<file path="src/isa_pkg.sv">
package isa_pkg;

  // Instruction field widths.
  localparam int OPCODE_W   = 6;
  localparam int FUNCT_W    = 6;
  localparam int REG_ADDR_W = 5;
  localparam int SHAMT_W    = 5;
  localparam int IMM_W      = 16;
  localparam int JIDX_W     = 26;  // Word index of a J target.

  // Primary opcodes, bits 31:26.
  typedef enum logic [OPCODE_W-1:0] {
    OP_RTYPE = 6'h00,
    OP_J     = 6'h02,
    OP_BEQ   = 6'h04,
    OP_BNE   = 6'h05,
    OP_ADDIU = 6'h09,
    OP_SLTI  = 6'h0A,
    OP_ANDI  = 6'h0C,
    OP_ORI   = 6'h0D,
    OP_XORI  = 6'h0E,
    OP_LUI   = 6'h0F,
    OP_LW    = 6'h23,
    OP_SW    = 6'h2B
  } opcode_t;

  // Function codes of R-type words, bits 5:0.
  typedef enum logic [FUNCT_W-1:0] {
    F_SLL  = 6'h00,
    F_SRL  = 6'h02,
    F_JR   = 6'h08,
    F_ADDU = 6'h21,
    F_SUBU = 6'h23,
    F_AND  = 6'h24,
    F_OR   = 6'h25,
    F_XOR  = 6'h26,
    F_SLT  = 6'h2A
  } funct_t;

endpackage

</file>
<file path="src/cpu_pkg.sv">
package cpu_pkg;

  // Sequencer states.
  typedef enum logic [2:0] {
    S_FETCH,
    S_DECODE,
    S_EXEC,
    S_MEM,
    S_WB,
    S_HALT
  } state_t;

  // ALU operations.
  typedef enum logic [3:0] {
    A_ADD, A_SUB, A_AND, A_OR, A_XOR, A_SLT, A_SLL, A_SRL, A_LUI
  } alu_op_t;

endpackage

</file>
<file path="src/fsm.sv">
module fsm (
  input  logic             clk,
  input  logic             rst_i,
  input  logic             stall_i,
  input  logic             is_mem_i,
  input  logic             is_halt_i,
  output cpu_pkg::state_t  state_o,
  output logic             active_o
);
  import cpu_pkg::*;

  state_t state_q, state_d;

  always_comb begin
    state_d = state_q;
    case (state_q)
      S_FETCH:  if (!stall_i) state_d = S_DECODE;
      S_DECODE: state_d = S_EXEC;
      S_EXEC: begin
        if (is_halt_i) state_d = S_HALT;
        else if (is_mem_i) state_d = S_MEM;
        else state_d = S_WB;
      end
      // Loads go on to write-back, stores straight to the next fetch.
      S_MEM:    if (!stall_i) state_d = is_mem_i ? S_WB : S_FETCH;
      S_WB:     state_d = S_FETCH;
      S_HALT:   if (active_o) state_d = S_FETCH;  // Parked here by reset only.
      default:  state_d = S_FETCH;
    endcase
  end

  always_ff @(posedge clk) begin
    if (rst_i) begin
      state_q  <= S_HALT;  // Idle with no bus request during reset.
      active_o <= 1'b1;
    end else begin
      state_q <= state_d;
      if (state_d == S_HALT) active_o <= 1'b0;
    end
  end

  assign state_o = state_q;

endmodule

</file>
<file path="src/control.sv">
module control (
  input  cpu_pkg::state_t   state_i,
  input  isa_pkg::opcode_t  opcode_i,
  input  isa_pkg::funct_t   funct_i,
  input  logic              halt_jump_i,
  output logic              pc_wen_o, ir_wen_o, reg_wen_o, reg_dst_rd_o, reg_from_mem_o,
  output logic              alu_src_imm_o, mem_addr_sel_o,
  output logic              branch_eq_o, branch_ne_o, jump_o, jump_reg_o,
  output logic              read_o, write_o, is_mem_o, is_halt_o,
  output cpu_pkg::alu_op_t  alu_op_o
);
  import isa_pkg::*;
  import cpu_pkg::*;

  logic rtype, is_load, is_store, writes_reg;

  assign rtype    = (opcode_i == OP_RTYPE);
  assign is_load  = (opcode_i == OP_LW);
  assign is_store = (opcode_i == OP_SW);

  assign branch_eq_o = (opcode_i == OP_BEQ);
  assign branch_ne_o = (opcode_i == OP_BNE);
  assign jump_o      = (opcode_i == OP_J);
  assign jump_reg_o  = rtype && (funct_i == F_JR);

  assign alu_src_imm_o  = !rtype && !branch_eq_o && !branch_ne_o;
  assign reg_dst_rd_o   = rtype;
  assign reg_from_mem_o = is_load;
  assign writes_reg = rtype ? !jump_reg_o
                            : !(is_load || is_store || branch_eq_o || branch_ne_o || jump_o);

  assign ir_wen_o       = (state_i == S_FETCH);
  assign pc_wen_o       = (state_i == S_EXEC);  // Every instruction moves PC here.
  assign mem_addr_sel_o = (state_i == S_MEM);
  assign read_o  = (state_i == S_FETCH) || (state_i == S_MEM && is_load);
  assign write_o = (state_i == S_MEM) && is_store;
  // Load data is written as the read completes.
  assign reg_wen_o = (state_i == S_WB && writes_reg) || (state_i == S_MEM && is_load);

  // In S_MEM this flags a load, which still needs its write-back slot.
  assign is_mem_o  = (state_i == S_MEM) ? is_load : (is_load || is_store);
  assign is_halt_o = (state_i == S_EXEC) && halt_jump_i;

  always_comb begin
    alu_op_o = A_ADD;  // Addresses, ADDU, ADDIU.
    case (opcode_i)
      OP_RTYPE: begin
        case (funct_i)
          F_SUBU:  alu_op_o = A_SUB;
          F_AND:   alu_op_o = A_AND;
          F_OR:    alu_op_o = A_OR;
          F_XOR:   alu_op_o = A_XOR;
          F_SLT:   alu_op_o = A_SLT;
          F_SLL:   alu_op_o = A_SLL;
          F_SRL:   alu_op_o = A_SRL;
          default: alu_op_o = A_ADD;
        endcase
      end
      OP_BEQ, OP_BNE: alu_op_o = A_SUB;
      OP_SLTI: alu_op_o = A_SLT;
      OP_ANDI: alu_op_o = A_AND;
      OP_ORI:  alu_op_o = A_OR;
      OP_XORI: alu_op_o = A_XOR;
      OP_LUI:  alu_op_o = A_LUI;
      default: alu_op_o = A_ADD;
    endcase
  end

endmodule

</file>
<file path="src/pc.sv">
module pc #(
  parameter logic [31:0] RESET_VECTOR = 32'hBFC00000
) (
  input  logic        clk,
  input  logic        rst_i,
  input  logic        wen_i,
  input  logic        branch_eq_i, branch_ne_i, jump_i, jump_reg_i, zero_i,
  input  logic [31:0] offset_i, target_i, rs_data_i,
  output logic [31:0] pc_o,
  output logic        halt_jump_o
);

  logic [31:0] pc_q, pc_plus4, pc_next;
  logic        taken;

  assign pc_plus4 = pc_q + 32'd4;
  assign taken    = (branch_eq_i && zero_i) || (branch_ne_i && !zero_i);

  always_comb begin
    if (jump_reg_i) pc_next = rs_data_i;
    else if (jump_i) pc_next = {pc_plus4[31:28], target_i[27:0]};  // Same 256 MB region.
    else if (taken) pc_next = pc_plus4 + {offset_i[29:0], 2'b00};
    else pc_next = pc_plus4;
  end

  always_ff @(posedge clk) begin
    if (rst_i) pc_q <= RESET_VECTOR;
    else if (wen_i) pc_q <= pc_next;
  end

  assign halt_jump_o = (jump_i || jump_reg_i) && (pc_next == 32'd0);
  assign pc_o        = pc_q;

endmodule

</file>
<file path="src/ir.sv">
module ir (
  input  logic                            clk,
  input  logic                            rst_i,
  input  logic                            wen_i,
  input  logic [31:0]                     instr_i,
  output isa_pkg::opcode_t                opcode_o,
  output isa_pkg::funct_t                 funct_o,
  output logic [isa_pkg::REG_ADDR_W-1:0]  rs_o, rt_o, rd_o,
  output logic [isa_pkg::SHAMT_W-1:0]     shamt_o,
  output logic [31:0]                     imm_sext_o, imm_zext_o, jtarget_o
);
  import isa_pkg::*;

  logic [31:0]      instr_q;
  logic [IMM_W-1:0] imm;

  always_ff @(posedge clk) begin
    if (rst_i) instr_q <= '0;
    else if (wen_i) instr_q <= instr_i;
  end

  assign opcode_o = opcode_t'(instr_q[31 -: OPCODE_W]);
  assign rs_o     = instr_q[25:21];
  assign rt_o     = instr_q[20:16];
  assign rd_o     = instr_q[15:11];
  assign shamt_o  = instr_q[10:6];
  assign funct_o  = funct_t'(instr_q[FUNCT_W-1:0]);

  assign imm        = instr_q[IMM_W-1:0];
  assign imm_sext_o = {{(32 - IMM_W){imm[IMM_W-1]}}, imm};
  assign imm_zext_o = {{(32 - IMM_W){1'b0}}, imm};
  assign jtarget_o  = {{(30 - JIDX_W){1'b0}}, instr_q[JIDX_W-1:0], 2'b00};  // Low 28 bits.

endmodule

</file>
<file path="src/regfile.sv">
module regfile (
  input  logic                            clk,
  input  logic                            rst_i,
  input  logic                            wen_i,
  input  logic [isa_pkg::REG_ADDR_W-1:0]  addr_1_i, addr_2_i, addr_3_i,
  input  logic [31:0]                     write_data_3_i,
  output logic [31:0]                     read_data_1_o, read_data_2_o, v0_o
);
  import isa_pkg::*;

  localparam int NREGS = 2 ** REG_ADDR_W;

  logic [31:0] regs [NREGS];

  always_ff @(posedge clk) begin
    if (rst_i) begin
      for (int i = 0; i < NREGS; i++) begin
        regs[i] <= '0;
      end
    end else if (wen_i && addr_3_i != '0) begin  // $zero stays zero.
      regs[addr_3_i] <= write_data_3_i;
    end
  end

  assign read_data_1_o = regs[addr_1_i];
  assign read_data_2_o = regs[addr_2_i];
  assign v0_o          = regs[2];

endmodule

</file>
<file path="src/alu.sv">
module alu (
  input  cpu_pkg::alu_op_t  op_i,
  input  logic              src_imm_i,
  input  logic              logic_imm_i,
  input  logic              from_mem_i,
  input  logic [31:0]       a_i, b_i, imm_sext_i, imm_zext_i, mem_data_i,
  input  logic [4:0]        shamt_i,
  output logic [31:0]       result_o, wb_data_o,
  output logic              zero_o
);
  import cpu_pkg::*;

  logic [31:0] imm, op_b;

  assign imm  = logic_imm_i ? imm_zext_i : imm_sext_i;
  assign op_b = src_imm_i ? imm : b_i;

  always_comb begin
    case (op_i)
      A_ADD:   result_o = a_i + op_b;
      A_SUB:   result_o = a_i - op_b;
      A_AND:   result_o = a_i & op_b;
      A_OR:    result_o = a_i | op_b;
      A_XOR:   result_o = a_i ^ op_b;
      A_SLT:   result_o = {31'd0, $signed(a_i) < $signed(op_b)};
      A_SLL:   result_o = op_b << shamt_i;  // Shifts take rt, not rs.
      A_SRL:   result_o = op_b >> shamt_i;
      A_LUI:   result_o = {op_b[15:0], 16'h0000};
      default: result_o = a_i + op_b;
    endcase
  end

  // Branch compare on rs and rt.
  assign zero_o = (a_i == op_b);

  assign wb_data_o = from_mem_i ? mem_data_i : result_o;

endmodule

</file>
<file path="src/mips_cpu_bus.sv">
module mips_cpu_bus #(
  parameter logic [31:0] RESET_VECTOR = 32'hBFC00000
) (
  input  logic        clk,
  input  logic        rst_i,
  output logic        active_o,
  output logic [31:0] register_v0_o,

  // Avalon master.
  output logic [31:0] address_o,
  output logic        write_o,
  output logic        read_o,
  input  logic        waitrequest_i,
  output logic [31:0] writedata_o,
  input  logic [31:0] readdata_i
);
  import isa_pkg::*;
  import cpu_pkg::*;

  state_t  state;
  opcode_t opcode;
  funct_t  funct;
  alu_op_t alu_op;
  logic is_mem, is_halt, halt_jump;
  logic pc_wen, ir_wen, reg_wen, reg_dst_rd, reg_from_mem, alu_src_imm, mem_addr_sel;
  logic branch_eq, branch_ne, jump, jump_reg;
  logic xfer_wait, ir_load, reg_load, logic_imm, alu_zero;
  logic [REG_ADDR_W-1:0] rs, rt, rd, reg_waddr;
  logic [SHAMT_W-1:0] shamt;
  logic [31:0] pc_q, imm_sext, imm_zext, jtarget;
  logic [31:0] rdata_1, rdata_2, alu_result, wb_data;

  // Loads into IR and registers only land when the bus transfer completes.
  assign xfer_wait = (read_o | write_o) & waitrequest_i;
  assign ir_load   = ir_wen & ~xfer_wait;
  assign reg_load  = reg_wen & ~xfer_wait;
  assign reg_waddr = reg_dst_rd ? rd : rt;
  assign logic_imm = alu_op inside {A_AND, A_OR, A_XOR};  // ANDI/ORI/XORI zero-extend.

  fsm u_fsm (
    .clk(clk), .rst_i(rst_i), .stall_i(waitrequest_i), .is_mem_i(is_mem),
    .is_halt_i(is_halt), .state_o(state), .active_o(active_o)
  );

  control u_control (
    .state_i(state), .opcode_i(opcode), .funct_i(funct), .halt_jump_i(halt_jump),
    .pc_wen_o(pc_wen), .ir_wen_o(ir_wen), .reg_wen_o(reg_wen), .reg_dst_rd_o(reg_dst_rd),
    .reg_from_mem_o(reg_from_mem), .alu_src_imm_o(alu_src_imm),
    .mem_addr_sel_o(mem_addr_sel), .branch_eq_o(branch_eq), .branch_ne_o(branch_ne),
    .jump_o(jump), .jump_reg_o(jump_reg), .read_o(read_o), .write_o(write_o),
    .is_mem_o(is_mem), .is_halt_o(is_halt), .alu_op_o(alu_op)
  );

  pc #(.RESET_VECTOR(RESET_VECTOR)) u_pc (
    .clk(clk), .rst_i(rst_i), .wen_i(pc_wen), .branch_eq_i(branch_eq),
    .branch_ne_i(branch_ne), .jump_i(jump), .jump_reg_i(jump_reg), .zero_i(alu_zero),
    .offset_i(imm_sext), .target_i(jtarget), .rs_data_i(rdata_1),
    .pc_o(pc_q), .halt_jump_o(halt_jump)
  );

  ir u_ir (
    .clk(clk), .rst_i(rst_i), .wen_i(ir_load), .instr_i(readdata_i),
    .opcode_o(opcode), .funct_o(funct), .rs_o(rs), .rt_o(rt), .rd_o(rd), .shamt_o(shamt),
    .imm_sext_o(imm_sext), .imm_zext_o(imm_zext), .jtarget_o(jtarget)
  );

  regfile u_regfile (
    .clk(clk), .rst_i(rst_i), .wen_i(reg_load), .addr_1_i(rs), .addr_2_i(rt),
    .addr_3_i(reg_waddr), .write_data_3_i(wb_data), .read_data_1_o(rdata_1),
    .read_data_2_o(rdata_2), .v0_o(register_v0_o)
  );

  alu u_alu (
    .op_i(alu_op), .src_imm_i(alu_src_imm), .logic_imm_i(logic_imm),
    .from_mem_i(reg_from_mem), .a_i(rdata_1), .b_i(rdata_2), .imm_sext_i(imm_sext),
    .imm_zext_i(imm_zext), .mem_data_i(readdata_i), .shamt_i(shamt),
    .result_o(alu_result), .wb_data_o(wb_data), .zero_o(alu_zero)
  );

  assign address_o   = mem_addr_sel ? alu_result : pc_q;  // Data address or fetch.
  assign writedata_o = rdata_2;

endmodule

</file>
<file path="config.mk">
export PLATFORM = sky130hd
export DESIGN_NAME = mips_cpu_bus
export DESIGN_NICKNAME = d
export VERILOG_FILES = /design/src/isa_pkg.sv /design/src/cpu_pkg.sv /design/src/fsm.sv /design/src/control.sv /design/src/pc.sv /design/src/ir.sv /design/src/regfile.sv /design/src/alu.sv /design/src/mips_cpu_bus.sv
export SDC_FILE = /design/constraint.sdc
export NUM_CORES = 2
export LEC_CHECK = 0
export BUFFER_PORTS_ARGS = -buffer_cell sky130_fd_sc_hd__buf_2
export CAP_MARGIN = 20
export CORE_MARGIN = 4
export CORE_UTILIZATION = 69
export DETAILED_ROUTE_END_ITERATION = 8
export PLACE_DENSITY = 0.94
export SLEW_MARGIN = 0
export SYNTH_ARGS = -nofsm -noshare
export SYNTH_HDL_FRONTEND = slang
export SYNTH_SLANG_ARGS = --single-unit
</file>
<file path="constraint.sdc">
create_clock -name clk -period 20.4 [get_ports clk]
set_input_delay 1.02 -clock clk [delete_from_list [all_inputs] [get_ports clk]]
set_output_delay 1.02 -clock clk [all_outputs]
set_load 0.05 [all_outputs]
</file>
==> results.md, run 1 <==
- Clock Tree Buf Depth: 3
- Post-cts hold buffer count: 0
- Maximum number of pins on one net before global-route repair: 136
- Post-CTS Setup Bufs: 0
- Yosys top cell area share: 44.6%
- Count of warnings emitted by yosys: 0
- Stage at which the flow ended: global routing
- First reported error: [ERROR GRT-0116] Global routing finished with congestion. Check the congestion regions in the DRC Viewer.
- Aggregate global-route resource usage: 81.3%
- # clock sinks: 1102
- Height of the die: 324 um
- Run status: did not finish
- Seq/Total Area, Yosys: 46.9%
- Avg Inst Size Synth: 11.1 um^2
- Clk root buf: sky130_fd_sc_hd__clkbuf_16
- Leading register cell type out of synthesis: sky130_fd_sc_hd__edfxtp_1
- First-pass GRT wire length: 597 mm
- GRT Residual Overflow: 161
- Number of synthesized register bits: 1102
- Post-CTS sizing: 0
- Biggest area consumer among synthesized cells: sky130_fd_sc_hd__edfxtp_1
- Top Ports: 134
- Site Rows: 115
- Routability-driven placement congestion ratio: approximately 1.1
- Port buffer count: 133
- Synth Cell Area: 68900 um^2
- Number of distinct library cells after synthesis: 108
- Synth async-reset ratio: 0%
- Clock buffers created by TritonCTS: 105
- Die Width: 324 um
- Leading post-synthesis cells by cell area: sky130_fd_sc_hd__edfxtp_1, sky130_fd_sc_hd__mux4_2, sky130_fd_sc_hd__nor2_1
- Number of cells produced by synthesis: 6206
- Post-detail-place hpwl: 229 mm
- Starting Density: 69.8%
- Vias in the first global route: about 75000
- H-Tree Depth: 3
- Post-synth EDFFs: 1024
[synth_stat cells, drive strengths merged (45+ instances only)]
cell / n
xnor2: 53
a21oi: 266
clkbuf: 324
ha: 126
nor2: 1183
a221oi: 45
nand2b: 60
nand3: 112
a22oi: 163
nand2: 390
o22ai: 131
o211ai: 51
mux4: 390
buf: 250
nor4: 51
o21ai: 148
dfxtp: 78
nor3: 193
edfxtp: 1024
inv: 142
mux2i: 394
[per-layer routing]
layer | overflow | track usage, %
met5 | 2 | 49.6
met4 | 58 | 81.3
met3 | 15 | 69.6
met2 | 72 | 92.6
met1 | 14 | 82.2
[cells by family after synthesis]
logic type / Yosys count / synth area share, %
DFF: 1102 / 46.9
other: 1 / 0.00544
buffers and inverters: 717 / 4.88
AOI/OAI and AO/OA: 1166 / 11.6
adders and majority gates: 129 / 2.38
xor gates and xnor gates: 84 / 1.07
and+or+nand+nor: 2197 / 14.3
muxes: 810 / 18.9
[per-stage QoR]
stage / instance area [um^2] / hold WS (ns) / std cells / worst slack, ns
after CTS: 74200 / 0.496 / 7510 / 9.21
after detailed placement: 70800 / 0.479 / 7318 / 10.20
after global placement: 70700 / 0.468 / 7316 / 10.25
after floorplan: 69000 / 0.447 / 6237 / 12.45
==> inputs of run 2 (changes only) <==
Settings changed: CORE_UTILIZATION 69 to 40, PLACE_DENSITY 0.94 to unset, PLACE_DENSITY_LB_ADDON set to 0.15.
==> results.md, run 2 <==
- Seq/Total Area, Yosys: between 40% and 50%
- Run status: completed
- Share of the cycle needed by the critical path after routing: 51.1%
- Post-detail-place hpwl: 237 mm
- TritonCTS clock tree: built
- Post-synth EDFFs: between 1000 and 1500
- Clock buffers created by TritonCTS: roughly 130
- Signal arrival time at the worst endpoint: 9.40 ns
- GRT Residual Overflow: 0
- Port buffer count: 133
- Number of synthesized register bits: 1102
- Wire length per cell after detailed routing: 41.1 um
- Critical-path maximum fanout: 39
- Destination of the critical timing path: address_o[22]
- Number of cells produced by synthesis: 6206
- Hold-critical path depth: 2
- Minimum hold slack: 0.502 ns
- Initial DRT Pass Iterations: 9
- Post-CTS Setup Bufs: 0
- Finished layout cell area: around 77000 um^2
- Starting Density: 40.2%
- Most frequent standard cell in the layout excluding fill and tap cells: sky130_fd_sc_hd__nor2_1
- Leading post-synthesis cells by cell area: sky130_fd_sc_hd__edfxtp_1, sky130_fd_sc_hd__mux4_2, sky130_fd_sc_hd__nor2_1
- Max Clock Skew: 0.0556 ns
- Biggest area consumer among synthesized cells: sky130_fd_sc_hd__edfxtp_1
- # clock sinks: 1102
- Maximum clock rate: 95.9 MHz
- Core Region: about 170000 um^2
- Most frequently used cell type in the post-synthesis netlist: sky130_fd_sc_hd__nor2_1
- Max transition margin: about 18%
- Setup Total Neg Slack: 0 ns
- Worst flop-to-flop path endpoint: u_fsm.active_o
- Max-slew violation count: 0
- Startpoint type of the worst setup path: flip-flop
- Total number of vias: a little under 60000
- Hold Fails Final Rpt: 0
- Synth Cell Area: 68900 um^2
- Stages on worst setup path: 24
- Classification of the worst-slack hold path: reg -> reg
- WS Path Type: reg -> out
- Post-cts hold buffer count: 0
- Most used standard cells in the synthesized netlist: sky130_fd_sc_hd__nor2_1, sky130_fd_sc_hd__edfxtp_1, sky130_fd_sc_hd__mux2i_1
- Signed area change from the synthesized netlist to the final layout: 11.7%
- Maximum number of pins on one net before global-route repair: 91
- Site Rows: 152
- Synth async-reset ratio: 0%
- Setup slack, reg-to-reg: 10.65 ns
- Maximum capacitance violations: 0
- Worst Setup End Kind: output pin
- Clock edge transition at the registers on the reported setup and hold paths: 0.06 ns
- Transition time of the tightest slew-check pin: 1.23 ns
- Number of cells traversed by the worst register-to-register path: 21
- Top library cells by usage in the layout, fill and taps aside: sky130_fd_sc_hd__nor2_1, sky130_fd_sc_hd__edfxtp_1, sky130_fd_sc_hd__mux4_2
- Aggregate global-route resource usage: 38.7%
- Leakage power: 26.4 nW
- Clk root buf: sky130_fd_sc_hd__clkbuf_16
- Max reg flops: 1024
- Worst IR drop on VDD: between 0.00007 and 0.00008 V
- Height of the die: between 400 and 500 um
- Pwr/cell area: 95.7 nW/um^2
- Register with the most flip-flops: u_regfile.regs
- Count of routing violations after the opening detailed-route iteration: 9441
- Critical Path RT: 19.38 ns
- Post-CTS sizing: 0
- Gate family responsible for the most delay along the worst path: compound AO/OA/AOI/OAI gates
- Avg Inst Size Synth: 11.1 um^2
- Count of warnings emitted by yosys: 0
- Antenna violations before repair: 9
- Post-route ant nets: 0
- Setup-failing EPs final: 0
- Detailed-route wire length: 356 mm
- Most frequent cell on the critical path: sky130_fd_sc_hd__buf_4
- Minimum period implied by the final worst setup slack: 10.42 ns
- Worst skew pair latency: 0.79 ns
- Clock Tree Buf Depth: 3
- Die footprint: ~180000 um^2
- Number of nets in the layout: ~6400
- Core Util, Final: 44.9%
- Cells along the critical path: buf_4 -> buf_4 -> mux4_2 -> o22ai_1 -> nor4_1 -> buf_4 -> a21oi_1 -> buf_4 -> inv_1 -> ha_1 -> inv_1 -> fa_1 -> nand2b_1 -> a31oi_1 -> o41ai_1 -> a21oi_1 -> a221oi_1 -> buf_4 -> o211ai_1 -> o21ai_0 -> xnor2_1 -> a211oi_1 -> o21ai_0 -> buf_2
- Top Ports: 134
- Routability-driven placement congestion ratio: 1.05
- Critical path's largest stage delay: 0.86 ns
- Die Width: 423 um
- Post-place instance area: 72500 um^2
- Leading register cell type out of synthesis: sky130_fd_sc_hd__edfxtp_1
- Number of distinct library cells after synthesis: 108
- Unrepaired setup endpoints after global routing: false
- Buffers and inverters on the worst path: 8
- Vias in the first global route: roughly 57000
- H-Tree Depth: 4
- Crit path max-delay cell type: sky130_fd_sc_hd__a211oi_1
- First-pass GRT wire length: between 400 and 500 mm
- Mean number of vias per cell: 6.88
- DRC violation count after routing: 0
- Yosys top cell area share: 44.6%
- Fraction of final layout cells with drive strength greater than 1: 19.9%
run 2: cell counts after synthesis:
Identical to the previous run, type by type.
run 2: worst min-delay path by stage:
| stage | startpoint | to |
|---|---|---|
| global route | readdata_i[15] | u_ir.instr_q[15] |
| CTS | readdata_i[29] | u_ir.instr_q[29] |
| floorplan | u_ir.instr_q[21] | flip-flop |
| global placement | u_fsm.active_o | u_fsm.active_o |
| finish | u_fsm.active_o | u_fsm.active_o |
| detailed placement | u_fsm.active_o | u_fsm.active_o |
run 2: cell families (layout without fill, tap and decap cells):
| family | Yosys count | in the layout | share of synthesized area [%] |
|---|---|---|---|
| and+or+nand+nor | 2197 | 2197 | 14.3 |
| adders and majority gates | 129 | 129 | 2.38 |
| AOI/OAI and AO/OA | 1166 | 1166 | 11.6 |
| muxes | 810 | 810 | 18.9 |
| buffers and inverters | 717 | 814 | 4.88 |
| xor gates and xnor gates | 84 | 84 | 1.07 |
| other | 1 | 41 | 0.00544 |
| DFF | 1102 | 1102 | 46.9 |
run 2: where the power goes:
group / switching, mW / total (mW) / leakage, nW / internal, mW
Sequential: 0.0614 / 2.61 / 11.1 / 2.55
Combinational: 1.78 / 2.41 / 13.2 / 0.624
Clock: 1.02 / 2.34 / 2.04 / 1.33
Total: 2.86 / 7.36 / 26.4 / 4.50
run 2: final cells by class:
type | instances | area [um^2]
Sequential cell | 1102 | 32300
Tap cell | 2310 | 2890
Timing Repair Buffer | 436 | 3070
Inverter | 143 | 537
Antenna cell | 9 | 22.5
Fill cell | 16000 | 94500
Clock buffer | 160 | 3470
Multi-Input combinational cell | 4418 | 33800
Clock inverter | 75 | 742
run 2: metrics by stage:
step / setup slack (ns) / power [mW] / instances
floorplan: 12.45 / 3.92 / 6237
global placement: 9.64 / 4.95 / 8388
detailed placement: 10.81 / 4.95 / 8399
CTS: 9.99 / 7.27 / 8634
global route: 9.57 / 7.53 / 8644
finish: 9.98 / 7.36 / 8653
run 2: metal layers:
layer  vias to the layer above  wire, um  track usage (%)
met5                         -        54                0
li1                      23500         -                -
met1                     30100    128000             48.7
met2                      4623    157000             59.5
met3                      1175     40700             9.33
met4                         8     30200             25.8
run 2: tightest hold or removal path, delay by kind of cell, from the launching register on:
kind | cells | cell delay, ns
buffers and inverters | 1 | 0.06
AO/OA/AOI/OAI | 1 | 0.06
flip-flops | 1 | 0.33
Power figures use the tool's default switching activity.
